File: config.mk
export PLATFORM = sky130hd
export DESIGN_NAME = spi_host_top
export DESIGN_NICKNAME = d
export VERILOG_FILES = /design/src/spi_host_pkg.sv /design/src/spi_xfer_fifo.sv /design/src/spi_sclk_gen.sv /design/src/spi_shift_reg.sv /design/src/spi_host_ctrl.sv /design/src/spi_host_top.sv
export VERILOG_INCLUDE_DIRS = /design/src /design/src/src
export SDC_FILE = /design/constraint.sdc
export NUM_CORES = 1
export LEC_CHECK = 0
export ABC_AREA = 1
export BUFFER_PORTS_ARGS = -buffer_cell sky130_fd_sc_hd__buf_2
export CORE_MARGIN = 1
export CORE_UTILIZATION = 60
export CTS_CLUSTER_SIZE = 14
export DETAILED_ROUTE_END_ITERATION = 6
export GPL_TIMING_DRIVEN = 0
export PLACE_DENSITY = 0.79
export SETUP_SLACK_MARGIN = 0.05
export SLEW_MARGIN = 20
export SYNTH_ARGS = -nofsm -noshare
export SYNTH_HDL_FRONTEND = slang
export SYNTH_SLANG_ARGS = --single-unit
File: constraint.sdc
create_clock -name clk -period 2.1 [get_ports clk]
set_clock_uncertainty 0.05 [all_clocks]
set_input_delay 0.42 -clock clk [delete_from_list [all_inputs] [get_ports clk]]
set_output_delay 0.42 -clock clk [all_outputs]
set_load 0.01 [all_outputs]
File: src/spi_host_consts.svh
// ~~~~~~~~~~~~~~~~~~~~~~~~~~~~~~~~~~~~~~~~~~~~~~~~~~~~~~~~~~~~~~~~~~~~~~~~~~
// SPI host constants
// Frame width, serial clock divider and queue depth for the host subsystem
// ~~~~~~~~~~~~~~~~~~~~~~~~~~~~~~~~~~~~~~~~~~~~~~~~~~~~~~~~~~~~~~~~~~~~~~~~~~

`ifndef SPI_HOST_CONSTS_SVH
`define SPI_HOST_CONSTS_SVH

// Bits shifted per chip select frame
`define SPI_DATA_WIDTH 16

// System clocks per half period of the serial clock
`define SPI_CLK_DIV 4

// Entries in each of the command and response queues
`define SPI_FIFO_DEPTH 4

`endif

File: src/spi_host_pkg.sv
// ~~~~~~~~~~~~~~~~~~~~~~~~~~~~~~~~~~~~~~~~~~~~~~~~~~~~~~~~~~~~~~~~~~~~~~~~~~
// SPI host package
// Payload types carried on the command and response streams
// ~~~~~~~~~~~~~~~~~~~~~~~~~~~~~~~~~~~~~~~~~~~~~~~~~~~~~~~~~~~~~~~~~~~~~~~~~~

`include "spi_host_consts.svh"

package spi_host_pkg;

    // Host to device word, sent MSB first
    typedef struct packed {
        logic [`SPI_DATA_WIDTH-1:0] data;   // Transmit word
    } spi_cmd_t;

    // Device to host word, in arrival order
    typedef struct packed {
        logic [`SPI_DATA_WIDTH-1:0] data;   // Received word
    } spi_rsp_t;

endpackage

File: src/spi_xfer_fifo.sv
// ~~~~~~~~~~~~~~~~~~~~~~~~~~~~~~~~~~~~~~~~~~~~~~~~~~~~~~~~~~~~~~~~~~~~~~~~~~
// Transfer FIFO
// Synchronous valid/ready queue taking one write and one read per cycle
// ~~~~~~~~~~~~~~~~~~~~~~~~~~~~~~~~~~~~~~~~~~~~~~~~~~~~~~~~~~~~~~~~~~~~~~~~~~

`timescale 1ns/1ps

`include "spi_host_consts.svh"

module spi_xfer_fifo #(
    parameter type payload_t = logic [`SPI_DATA_WIDTH-1:0],
    parameter int  DEPTH     = `SPI_FIFO_DEPTH
) (
    input  logic     clk,
    input  logic     rst,
    input  logic     in_valid,
    output logic     in_ready,
    input  payload_t in_data,
    output logic     out_valid,
    input  logic     out_ready,
    output payload_t out_data
);

    localparam int AW = (DEPTH > 1) ? $clog2(DEPTH) : 1;

    payload_t      mem [DEPTH];
    logic [AW-1:0] wr_ptr;
    logic [AW-1:0] rd_ptr;
    logic [AW:0]   count;       // Occupied entries
    logic [AW:0]   count_nxt;
    logic          wr_en;
    logic          rd_en;

    function automatic logic [AW-1:0] ptr_inc(input logic [AW-1:0] p);
        if (p == AW'(DEPTH - 1)) begin
            return '0;
        end
        return p + 1'b1;
    endfunction

    assign wr_en     = in_valid && in_ready;
    assign rd_en     = out_valid && out_ready;
    assign out_valid = (count != '0);
    assign out_data  = mem[rd_ptr];    // Head entry

    always_comb begin
        count_nxt = count;
        if (wr_en && !rd_en) begin
            count_nxt = count + 1'b1;
        end else if (rd_en && !wr_en) begin
            count_nxt = count - 1'b1;
        end
    end

    always_ff @(posedge clk or posedge rst) begin
        if (rst) begin
            wr_ptr   <= '0;
            rd_ptr   <= '0;
            count    <= '0;
            in_ready <= 1'b0;           // Low until reset is released
        end else begin
            if (wr_en) wr_ptr <= ptr_inc(wr_ptr);
            if (rd_en) rd_ptr <= ptr_inc(rd_ptr);
            count    <= count_nxt;
            in_ready <= (count_nxt != (AW+1)'(DEPTH));
        end
    end

    always_ff @(posedge clk) begin
        if (wr_en) mem[wr_ptr] <= in_data;
    end

endmodule

File: src/spi_sclk_gen.sv
// ~~~~~~~~~~~~~~~~~~~~~~~~~~~~~~~~~~~~~~~~~~~~~~~~~~~~~~~~~~~~~~~~~~~~~~~~~~
// SPI serial clock generator
// Divides the system clock and flags the rising and falling serial edges
// ~~~~~~~~~~~~~~~~~~~~~~~~~~~~~~~~~~~~~~~~~~~~~~~~~~~~~~~~~~~~~~~~~~~~~~~~~~

`timescale 1ns/1ps

`include "spi_host_consts.svh"

module spi_sclk_gen (
    input  logic clk,
    input  logic rst,
    input  logic enable,
    output logic sclk,
    output logic launch,
    output logic sample
);

    localparam int DIV = `SPI_CLK_DIV;
    localparam int CW  = (DIV > 1) ? $clog2(DIV) : 1;

    logic [CW-1:0] div_cnt;
    logic          half_done;

    assign half_done = (div_cnt == CW'(DIV - 1));

    always_ff @(posedge clk or posedge rst) begin
        if (rst) begin
            div_cnt <= '0;
            sclk    <= 1'b0;
            launch  <= 1'b0;
            sample  <= 1'b0;
        end else if (!enable) begin
            // Park in mode 0 idle level
            div_cnt <= '0;
            sclk    <= 1'b0;
            launch  <= 1'b0;
            sample  <= 1'b0;
        end else if (half_done) begin
            div_cnt <= '0;
            sclk    <= ~sclk;
            sample  <= ~sclk;           // Rising serial edge
            launch  <= sclk;            // Falling serial edge
        end else begin
            div_cnt <= div_cnt + 1'b1;
            launch  <= 1'b0;
            sample  <= 1'b0;
        end
    end

endmodule

File: src/spi_shift_reg.sv
// ~~~~~~~~~~~~~~~~~~~~~~~~~~~~~~~~~~~~~~~~~~~~~~~~~~~~~~~~~~~~~~~~~~~~~~~~~~
// SPI shift register
// Full-duplex MSB-first shifter between the host word and the data pins
// ~~~~~~~~~~~~~~~~~~~~~~~~~~~~~~~~~~~~~~~~~~~~~~~~~~~~~~~~~~~~~~~~~~~~~~~~~~

`timescale 1ns/1ps

`include "spi_host_consts.svh"

module spi_shift_reg (
    input  logic                  clk,
    input  logic                  rst,
    input  logic                  load,
    input  spi_host_pkg::spi_cmd_t load_data,
    input  logic                  launch,
    input  logic                  sample,
    input  logic                  miso,
    output logic                  mosi,
    output spi_host_pkg::spi_rsp_t rx_word
);

    localparam int W = `SPI_DATA_WIDTH;

    logic [W-1:0] tx_q;
    logic [W-1:0] rx_q;

    assign mosi         = tx_q[W-1];    // Current outgoing bit
    assign rx_word.data = rx_q;

    // Transmit side feeding the data-out pin
    always_ff @(posedge clk or posedge rst) begin
        if (rst) begin
            tx_q <= '0;
        end else if (load) begin
            tx_q <= load_data.data;
        end else if (launch) begin
            tx_q <= {tx_q[W-2:0], 1'b0};   // Next bit to MSB
        end
    end

    // Receive side
    always_ff @(posedge clk) begin
        if (sample) begin
            rx_q <= {rx_q[W-2:0], miso};
        end
    end

endmodule

File: src/spi_host_ctrl.sv
// ~~~~~~~~~~~~~~~~~~~~~~~~~~~~~~~~~~~~~~~~~~~~~~~~~~~~~~~~~~~~~~~~~~~~~~~~~~
// SPI host frame control
// Runs one chip select frame per command word and hands off the reply
// ~~~~~~~~~~~~~~~~~~~~~~~~~~~~~~~~~~~~~~~~~~~~~~~~~~~~~~~~~~~~~~~~~~~~~~~~~~

`timescale 1ns/1ps

`include "spi_host_consts.svh"

module spi_host_ctrl (
    input  logic                   clk,
    input  logic                   rst,
    // Command side
    input  logic                   word_valid,
    output logic                   word_ready,
    input  spi_host_pkg::spi_cmd_t word,
    // Shift register and clock generator
    output logic                   load,
    output spi_host_pkg::spi_cmd_t load_data,
    output logic                   sclk_enable,
    input  logic                   sample,
    output logic                   cs_n,
    input  spi_host_pkg::spi_rsp_t rx_word,
    // Response side
    output logic                   rsp_valid,
    input  logic                   rsp_ready,
    output spi_host_pkg::spi_rsp_t rsp
);

    localparam int W  = `SPI_DATA_WIDTH;
    localparam int CW = $clog2(W);

    typedef enum logic [1:0] {
        ST_IDLE,
        ST_XFER,
        ST_DONE
    } state_t;

    state_t        state;
    logic [CW-1:0] bit_cnt;             // Samples taken this frame
    logic          last_sample;

    assign word_ready = (state == ST_IDLE);
    assign load       = word_valid && word_ready;
    assign load_data  = word;

    assign last_sample = sample && (bit_cnt == CW'(W - 1));

    // Dropped on the final sample so sclk falls together with cs_n rising
    assign sclk_enable = (state == ST_XFER) && !last_sample;
    assign cs_n        = (state != ST_XFER);

    // Shifter is idle in done, so its word stays put until accepted
    assign rsp_valid = (state == ST_DONE);
    assign rsp       = rx_word;

    always_ff @(posedge clk or posedge rst) begin
        if (rst) begin
            state   <= ST_IDLE;
            bit_cnt <= '0;
        end else begin
            case (state)
                ST_IDLE: begin
                    if (load) begin
                        state   <= ST_XFER;   // Chip select low next cycle
                        bit_cnt <= '0;
                    end
                end
                ST_XFER: begin
                    if (sample) begin
                        bit_cnt <= bit_cnt + 1'b1;
                        if (last_sample) begin
                            state <= ST_DONE;
                        end
                    end
                end
                ST_DONE: begin
                    // Back-pressure holds here with chip select high
                    if (rsp_ready) begin
                        state <= ST_IDLE;
                    end
                end
                default: begin
                    state <= ST_IDLE;
                end
            endcase
        end
    end

endmodule

File: src/spi_host_top.sv
// ~~~~~~~~~~~~~~~~~~~~~~~~~~~~~~~~~~~~~~~~~~~~~~~~~~~~~~~~~~~~~~~~~~~~~~~~~~
// SPI host subsystem top level
// Command queue, frame control, serial clock, shifter and response queue
// ~~~~~~~~~~~~~~~~~~~~~~~~~~~~~~~~~~~~~~~~~~~~~~~~~~~~~~~~~~~~~~~~~~~~~~~~~~

`timescale 1ns/1ps

`include "spi_host_consts.svh"

module spi_host_top (
    input  logic                   clk,
    input  logic                   rst,
    // Host command stream
    input  logic                   cmd_valid,
    output logic                   cmd_ready,
    input  spi_host_pkg::spi_cmd_t cmd,
    // Host response stream
    output logic                   rsp_valid,
    input  logic                   rsp_ready,
    output spi_host_pkg::spi_rsp_t rsp,
    // Serial pins
    output logic                   spi_sclk,
    output logic                   spi_mosi,
    input  logic                   spi_miso,
    output logic                   spi_cs_n
);

    logic                   word_valid;
    logic                   word_ready;
    spi_host_pkg::spi_cmd_t word;
    logic                   load;
    spi_host_pkg::spi_cmd_t load_data;
    logic                   sclk_enable;
    logic                   launch;
    logic                   sample;
    spi_host_pkg::spi_rsp_t rx_word;
    logic                   ctrl_rsp_valid;
    logic                   ctrl_rsp_ready;
    spi_host_pkg::spi_rsp_t ctrl_rsp;

    spi_xfer_fifo #(
        .payload_t (spi_host_pkg::spi_cmd_t),
        .DEPTH     (`SPI_FIFO_DEPTH)
    ) u_cmd_fifo (
        .clk (clk),  .rst (rst),
        .in_valid  (cmd_valid),  .in_ready  (cmd_ready),  .in_data  (cmd),
        .out_valid (word_valid), .out_ready (word_ready), .out_data (word)
    );

    spi_host_ctrl u_ctrl (
        .clk (clk),  .rst (rst),
        .word_valid (word_valid), .word_ready (word_ready), .word (word),
        .load (load), .load_data (load_data), .sclk_enable (sclk_enable),
        .sample (sample), .cs_n (spi_cs_n), .rx_word (rx_word),
        .rsp_valid (ctrl_rsp_valid), .rsp_ready (ctrl_rsp_ready), .rsp (ctrl_rsp)
    );

    spi_sclk_gen u_sclk_gen (
        .clk (clk),  .rst (rst),
        .enable (sclk_enable), .sclk (spi_sclk), .launch (launch), .sample (sample)
    );

    spi_shift_reg u_shift_reg (
        .clk (clk),  .rst (rst),
        .load (load), .load_data (load_data), .launch (launch), .sample (sample),
        .miso (spi_miso), .mosi (spi_mosi), .rx_word (rx_word)
    );

    spi_xfer_fifo #(
        .payload_t (spi_host_pkg::spi_rsp_t),
        .DEPTH     (`SPI_FIFO_DEPTH)
    ) u_rsp_fifo (
        .clk (clk),  .rst (rst),
        .in_valid  (ctrl_rsp_valid), .in_ready  (ctrl_rsp_ready), .in_data  (ctrl_rsp),
        .out_valid (rsp_valid),      .out_ready (rsp_ready),      .out_data (rsp)
    );

endmodule

==> results by group, run 1 <==
Worst setup path
  – Delay-heaviest family, CP: flip-flops
  – Critical Path AT: between 1.5 and 2 ns
  – Worst r2r src: u_sclk_gen.sample
  – Worst EP required: about 1.6 ns
  – Cells on worst reg2reg path: 4
  – Crit path depth: 5
  – Reg2Reg Capture Point: u_sclk_gen.sclk
  – Setup Crit Path Kind: reg -> out
  – CP Launch Point: u_rsp_fifo.rd_ptr[0]
  – Worst path bufs/invs: 3
  – R2R setup slack: ~0.18 ns
  – Crit path to: rsp[0]
  – Critical path launch point type: flip-flop
  – CP max-delay cell: dfrtp_2
  – Slowest stage delay, CP: ~0.50 ns
  – Crit path max fanout: 8
  – Critical Path End Type: primary output
  – Crit path cell chain: inv_6, clkbuf_16, nor2_2, o22ai_2, buf_2

Detailed routing
  – DRC Markers: 0
  – Vias: ~4800
  – Routed WL: around 15000 um
  – Average wire per standard cell: around 18 um
  – Violation count after the first detailed-route iteration: roughly 480
  – Pre-antenna DRT Iters: 5
  – Vias per Instance: around 5.6
  – Post-route ant nets: 0

Power and ir drop
  – Pwr dens: approximately 1100 nW/um2
  – Total Power: approximately 10 mW
  – Max VDD drop: just over 0.0009 V
  – Leak: 3.41 nW

GRT
  – Number of global-route vias before repair: a little under 5000
  – Initial antenna violation count: 0
  – Congestion Overflow GR: 0
  – First-pass GRT wire length: around 24000 um
  – Tot GR Track Use: around a quarter
  – Largest net degree at the start of global routing: 33

STA
  – Minimum clock period: about 2.1 ns
  – Hold_ws: around 0.13 ns
  – Slew margin rel.: around 43%
  – Final setup violation count: 3
  – Period utilization: 101%
  – Measured slew at the worst slew-check pin: between 0.8 and 0.9 ns
  – Max Freq: ~470 MHz
  – Final setup margin: -0.0201 ns
  – Final hold violation count: 0
  – Slew Viols, Final: 0
  – Unrepaired setup endpoints after global routing: true

Synthesis
  – Net Count, Synth: 636
  – Leading area contributor after synthesis: edfxtp_1
  – Synth warn: 0
  – #FFs+latches synth: around 190
  – Syn Inst Count: between 500 and 600
  – Top cells by area, synth: edfxtp_1 (58%), dfrtp_1 (14%), o21ai_0 (5.6%)
  – Mapped Area: 7460 um2
  – Syn Area/Cell: ~13 um2
  – Top cell type's share of synthesized area: 57.9%
  – Distinct cells, synth: 28
  – Seq/Total Area, Yosys: 72.3%

Cells and area
  – ANT cells: 0
  – Area Growth Syn to Fin: 19.7%
  – Nets: roughly 700
  – Ratio of cells with drive above 1 in the final layout: a little under a quarter
  – Final core utilization: 74.1%
  – Design area: about 8900 um2

Outcome
  – Outcome: finished, violations left
  – Failing checks: negative setup slack

Clock tree
  – Clock root cell: clkbuf_16
  – Clock buffer count from CTS: 17
  – # H-tree levels: 4
  – Clock Sinks: 187
  – Clock-pin slew on the worst setup and hold paths: roughly 0.070 ns
  – CTS tree: built
  – Clock Path Buffers: 2
  – Skew-Pair Late Insertion Delay: 0.44 ns

Min path
  – Hold_sp: spi_miso
  – Hold Path Class: in -> reg

Placed design
  – Routability cong.: a little under 0.8
  – Pre-CTS WS: -0.161 ns
  – Placement Cell Area: about 8000 um2
  – Dpl hpwl: 9750 um
  – I/O Buffers: between 40 and 50

Floorplan
  – # rows: 40
  – Initial core utilization: slightly above 60%
  – Chip height: 114 um
  – Die X: 114 um
  – Core Region: 12100 um2
  – IO Pins: between 40 and 50
  – Die area: between 10000 and 15000 um2

Flow run
  – Max-Cap Viols: 0
cell usage after synthesis:
cell type	count
buf_2	10
o21ai_0	84
or2_2	1
nand3_2	2
nor2_2	1
buf_6	1
nand2_1	72
xor2_1	2
inv_4	1
nor2_8	1
nand3_1	32
nor2_1	93
edfxtp_1	144
ha_1	18
xnor2_1	1
o22ai_1	18
o21ai_1	2
inv_1	32
nand2_4	2
nand4_1	2
nor2_4	2
clkbuf_2	2
clkbuf_1	11
buf_4	1
nand2_2	3
nor3_1	2
dfrtp_1	43
o211ai_1	14
worst reg2reg max path: stages (launching register included):
cell and delay [ns]:
dfrtp_1 0.90, nand4_1 0.26, nand2_1 0.22, nor2_1 0.08, or2_2 0.29
final cells by class:
cell class | count | area, um2
multi-input cells | 352 | 1920
fillers | 730 | 3130
repair buffers | 61 | 438
clock inverters | 15 | 173
plain buffers | 25 | 234
inverters | 33 | 134
well taps | 168 | 210
clock buffers | 17 | 425
flip-flops and latches | 187 | 5400
layer usage:
metal | GRT usage (%) | part of all wire, %
met1 | 29.5 | 40
met2 | 45.2 | 53
met3 | 5.37 | 4.4
met4 | 12.6 | 2.1
met5 | 0 | 0
cell families after synthesis:
group                      Yosys count  synth area share, %
adders and majority gates           18                 3.02
and+or+nand+nor                    213                 12.3
DFF                                187                 72.3
AOI/OAI and AO/OA                  118                 8.68
buffers and inverters               58                 3.30
xor gates and xnor gates             3                0.352
how the worst min path moves through the flow:
stage	end	cells past startpoint
floorplan	u_sclk_gen.div_cnt[0]	1
global placement	u_sclk_gen.div_cnt[0]	1
detailed placement	u_rsp_fifo.count[0]	2
CTS	u_shift_reg.rx_word[0]	1
global route	u_shift_reg.rx_word[0]	1
finish	u_shift_reg.rx_word[0]	1
state kept, by name, summed over array words and instances, names as in the netlist, 2 cells and up:
| register | cells |
|---|---|
| u_cmd_fifo.mem | 64 |
| u_rsp_fifo.mem | 64 |
| u_shift_reg.rx_word | 16 |
| u_shift_reg.tx_q | 16 |
| u_ctrl.bit_cnt | 4 |
| u_cmd_fifo.count | 3 |
| u_rsp_fifo.count | 3 |
| u_cmd_fifo.rd_ptr | 2 |
| u_cmd_fifo.wr_ptr | 2 |
| u_ctrl.state | 2 |
| u_rsp_fifo.rd_ptr | 2 |
| u_rsp_fifo.wr_ptr | 2 |
| u_sclk_gen.div_cnt | 2 |
power breakdown:
| part | leakage (nW) | internal (mW) | switching, mW |
|---|---|---|---|
| Combinational | 1.29 | 1.05 | 1.47 |
| Clock | 0.295 | 1.70 | 1.50 |
| Sequential | 1.82 | 4.35 | 0.178 |
| Total | 3.41 | 7.10 | 3.15 |
cell usage in the layout, fill, tap and decap left out, types with 18 or more instances in the layout:
cell / netlist / final
clkbuf_16: 0 / 20
nand3_1: 32 / 32
o21ai_0: 84 / 63
edfxtp_1: 144 / 144
o21ai_1: 2 / 19
buf_2: 10 / 51
dfrtp_1: 43 / 41
nand2_1: 72 / 72
ha_1: 18 / 18
inv_1: 32 / 29
nor2_1: 93 / 76
per-stage QoR:
step	setup TNS, ns	std cells
2_1_floorplan	0	597
3_3_place_gp	-27.40	806
3_5_place_dp	-0.877	815
4_1_cts	-0.0296	857
5_1_grt	-0.618	858
6_report	-0.0299	858
what timing repair did:
action                                  in CTS  in global routing
endpoints found under the hold margin       11                  0
gates resized for setup                     67                  8
cloned                                       4                  0
endpoints found under the setup margin      16                 16
setup buffers                                5                  1
pin swaps                                   13                  0
hold buffers                                 1                  0
Power figures use the tool's default switching activity.
==> inputs of run 2 (changes only) <==
--- a/config.mk
+++ b/config.mk
@@ -7,13 +7,13 @@
 export NUM_CORES = 1
 export LEC_CHECK = 0
 export ABC_AREA = 1
-export BUFFER_PORTS_ARGS = -buffer_cell sky130_fd_sc_hd__buf_2
 export CORE_MARGIN = 1
 export CORE_UTILIZATION = 60
 export CTS_CLUSTER_SIZE = 14
 export DETAILED_ROUTE_END_ITERATION = 6
+export DONT_BUFFER_PORTS = 1
 export GPL_TIMING_DRIVEN = 0
-export PLACE_DENSITY = 0.79
+export PLACE_DENSITY = 0.76
 export SETUP_SLACK_MARGIN = 0.05
 export SLEW_MARGIN = 20
 export SYNTH_ARGS = -nofsm -noshare
==> run 2 against run 1 <==
  * Die area stayed put
  * The run now ends clean
  * Combinational power fell by 22%
  * Critical endpoint is now rsp[3]
  * Critical path type unchanged
  * Via count fell by 5.2%
  * Core utilization fell by 3.2 points
  * Sequential power is essentially flat
  * Register-to-register slack better by 0.07 ns
==> results by group, run 2 (synthesized netlist as in run 1, its figures left out) <==
Worst setup path
  – Worst EP required: 1.63 ns (about the same)
  – Setup Crit Path Kind: reg -> out (unchanged)
  – Critical path launch point type: flip-flop (unchanged)
  – Crit path max fanout: 10 (was 8)
  – Critical Path AT: 1.54 ns (was 1.65 ns)
  – Crit path cell chain: inv_4, clkbuf_8, nor2_1, o22ai_2 (was inv_6, clkbuf_16, nor2_2, o22ai_2, buf_2)
  – CP max-delay cell: dfrtp_2 (unchanged)
  – Critical Path End Type: primary output (unchanged)
  – Slowest stage delay, CP: 0.48 ns (was 0.50 ns)

Cells and area
  – Top flop regs: u_cmd_fifo.mem (64), u_rsp_fifo.mem (64) (unchanged)
  – Fillers: 821 (was 730)
  – Commonest non-fill, non-tap cell in the layout: edfxtp_1 (unchanged)
  – Design area: 8550 um2 (was 8930 um2)
  – Area Growth Syn to Fin: 14.5% (was 19.7%)
  – Final core utilization: 70.9% (was 74.1%)
  – Most frequent cells in the layout: edfxtp_1 (144), nor2_1 (85), o21ai_0 (77) (was edfxtp_1 (144), nor2_1 (76), nand2_1 (72))
  – Ratio of cells with drive above 1 in the final layout: 15.6% (was 23.0%)
  – Register area: 5400 um2 (unchanged)
  – Area occupied by multi-input gates: 1920 um2 (about the same)
  – Nets: 667 (was 716)
  – ANT cells: 0 (unchanged)

STA
  – Measured slew at the worst slew-check pin: 0.907 ns (was 0.854 ns)
  – Final hold violation count: 0 (unchanged)
  – Slew margin rel.: 39.5% (was 43.0%)
  – Max Freq: 498 MHz (was 472 MHz)
  – Minimum clock period: 2.01 ns (was 2.12 ns)
  – Setup_tns: 0 ns (was -0.0299 ns)
  – Period utilization: 95.5% (was 101%)
  – Unrepaired setup endpoints after global routing: true (unchanged)
  – Hold_ws: 0.0270 ns (was 0.133 ns)
  – Final setup violation count: 0 (was 3)
  – Slew Viols, Final: 0 (unchanged)
  – Final setup margin: 0.0937 ns (was -0.0201 ns)

Min path
  – Hold Path Class: in -> reg (unchanged)

Detailed routing
  – Violation count after the first detailed-route iteration: 427 (was 478)
  – Vias: 4565 (was 4817)
  – Pre-antenna DRT Iters: 6 (was 5)
  – DRC Markers: 0 (unchanged)
  – Post-route ant nets: 0 (unchanged)
  – Vias per Instance: 5.65 (was 5.61)
  – Routed WL: 14000 um (was 15400 um)
  – Average wire per standard cell: 17.3 um (was 17.9 um)

Floorplan
  – Die X: 114 um (unchanged)
  – IO Pins: 42 (unchanged)
  – Chip height: 114 um (unchanged)
  – Initial core utilization: 61.9% (unchanged)
  – # rows: 40 (unchanged)
  – Core Region: 12100 um2 (unchanged)
  – Die area: 12900 um2 (unchanged)

GRT
  – Congestion Overflow GR: 0 (unchanged)
  – Met3 usage: 5.53% (was 5.37%)
  – Tot GR Track Use: 23.6% (was 25.5%)
  – First-pass GRT wire length: 22300 um (was 24000 um)
  – Number of global-route vias before repair: 4534 (was 4888)
  – Largest net degree at the start of global routing: 36 (was 33)
  – Initial antenna violation count: 0 (unchanged)
  – M1 GR Usage: 27.5% (was 29.5%)
  – Met2 Use GR: 41.8% (was 45.2%)
  – GRT busiest layer: met2 (unchanged)

Placed design
  – Pre-CTS WS: -0.0962 ns (was -0.161 ns)
  – Dpl hpwl: 8940 um (was 9750 um)
  – I/O Buffers: 0 (was 41)
  – Placement Cell Area: 7810 um2 (was 8030 um2)
  – Routability cong.: 0.784 (was 0.779)

Power and ir drop
  – Pwr dens: 1110 nW/um2 (was 1150 nW/um2)
  – Max VDD drop: 0.000866 V (was 0.000907 V)
  – Leak: 3.17 nW (was 3.41 nW)

Clock tree
  – Skew-Pair Late Insertion Delay: 0.43 ns (was 0.44 ns)
  – Clock Sinks: 187 (unchanged)
  – Clock-pin slew on the worst setup and hold paths: 0.07 ns (about the same)
  – # H-tree levels: 4 (unchanged)
  – CTS tree: built (unchanged)
  – Clock Path Buffers: 2 (unchanged)
  – Clock root cell: clkbuf_16 (unchanged)
  – Clock buffer count from CTS: 17 (unchanged)

Flow run
  – Max-Cap Viols: 0 (unchanged)

Outcome
  – Outcome: complete, no violations (was finished, violations left)
## run 2: what timing repair did
item / 4_1_cts / 5_1_grt
buffers inserted: 2 / 1
hold buffers: 1 / 0
endpoints found under the setup margin: 16 / 16
cloned: 0 / 0
endpoints found under the hold margin: 8 / 0
pin swaps: 2 / 2
resized for setup: 34 / 14
## run 2: final timing paths
path | end | cells after the start | slack (ns) | start
max | rsp[3] | 4 | 0.09 | u_rsp_fifo.rd_ptr[0]
min | u_cmd_fifo.mem[3][3] | 0 | 0.03 | cmd[3]
max reg2reg | u_cmd_fifo.mem[1][6] | 4 | 0.25 | u_cmd_fifo.wr_ptr[1]
min reg2reg | u_sclk_gen.div_cnt[0] | 1 | 0.40 | u_sclk_gen.div_cnt[0]
max in group asynchronous | u_shift_reg.tx_q[1] | 3 | 1.24 | rst
min in group asynchronous | u_rsp_fifo.count[2] | 2 | 0.31 | rst
## run 2: area by class of cell
cell class | instances | share of cell area (%)
sequential | 187 | 63.2
multi-input combinational | 352 | 22.5
clock buffer | 18 | 5.02
tap | 168 | 2.46
buffer | 25 | 2.05
timing repair buffer | 12 | 1.76
inverter | 33 | 1.54
clock inverter | 13 | 1.51
## run 2: routing by layer
metal	up-vias	wire length, um
met5	-	0
met4	0	277
li1	2170	-
met2	141	7290
met1	2227	5700
met3	27	728
## run 2: power by group
part	internal (mW)	total (mW)	switching (mW)
Clock	1.66	3.03	1.37
Combinational	0.686	1.97	1.29
Sequential	4.35	4.53	0.180
Total	6.69	9.53	2.84
## run 2: metrics by stage
step / std cells / power [mW]
detailed placement: 773 / 6.24
CTS: 807 / 9.50
global route: 808 / 9.95
global placement: 765 / 6.11
floorplan: 597 / 5.72
finish: 808 / 9.53
## run 2: worst max-delay path, delay by kind of cell (launching register included)
| family | cells | cell delay (ns) |
|---|---|---|
| and+or+nand+nor | 1 | 0.06 |
| AOI/OAI and AO/OA | 1 | 0.26 |
| DFF | 1 | 0.48 |
| buffers and inverters | 2 | 0.30 |
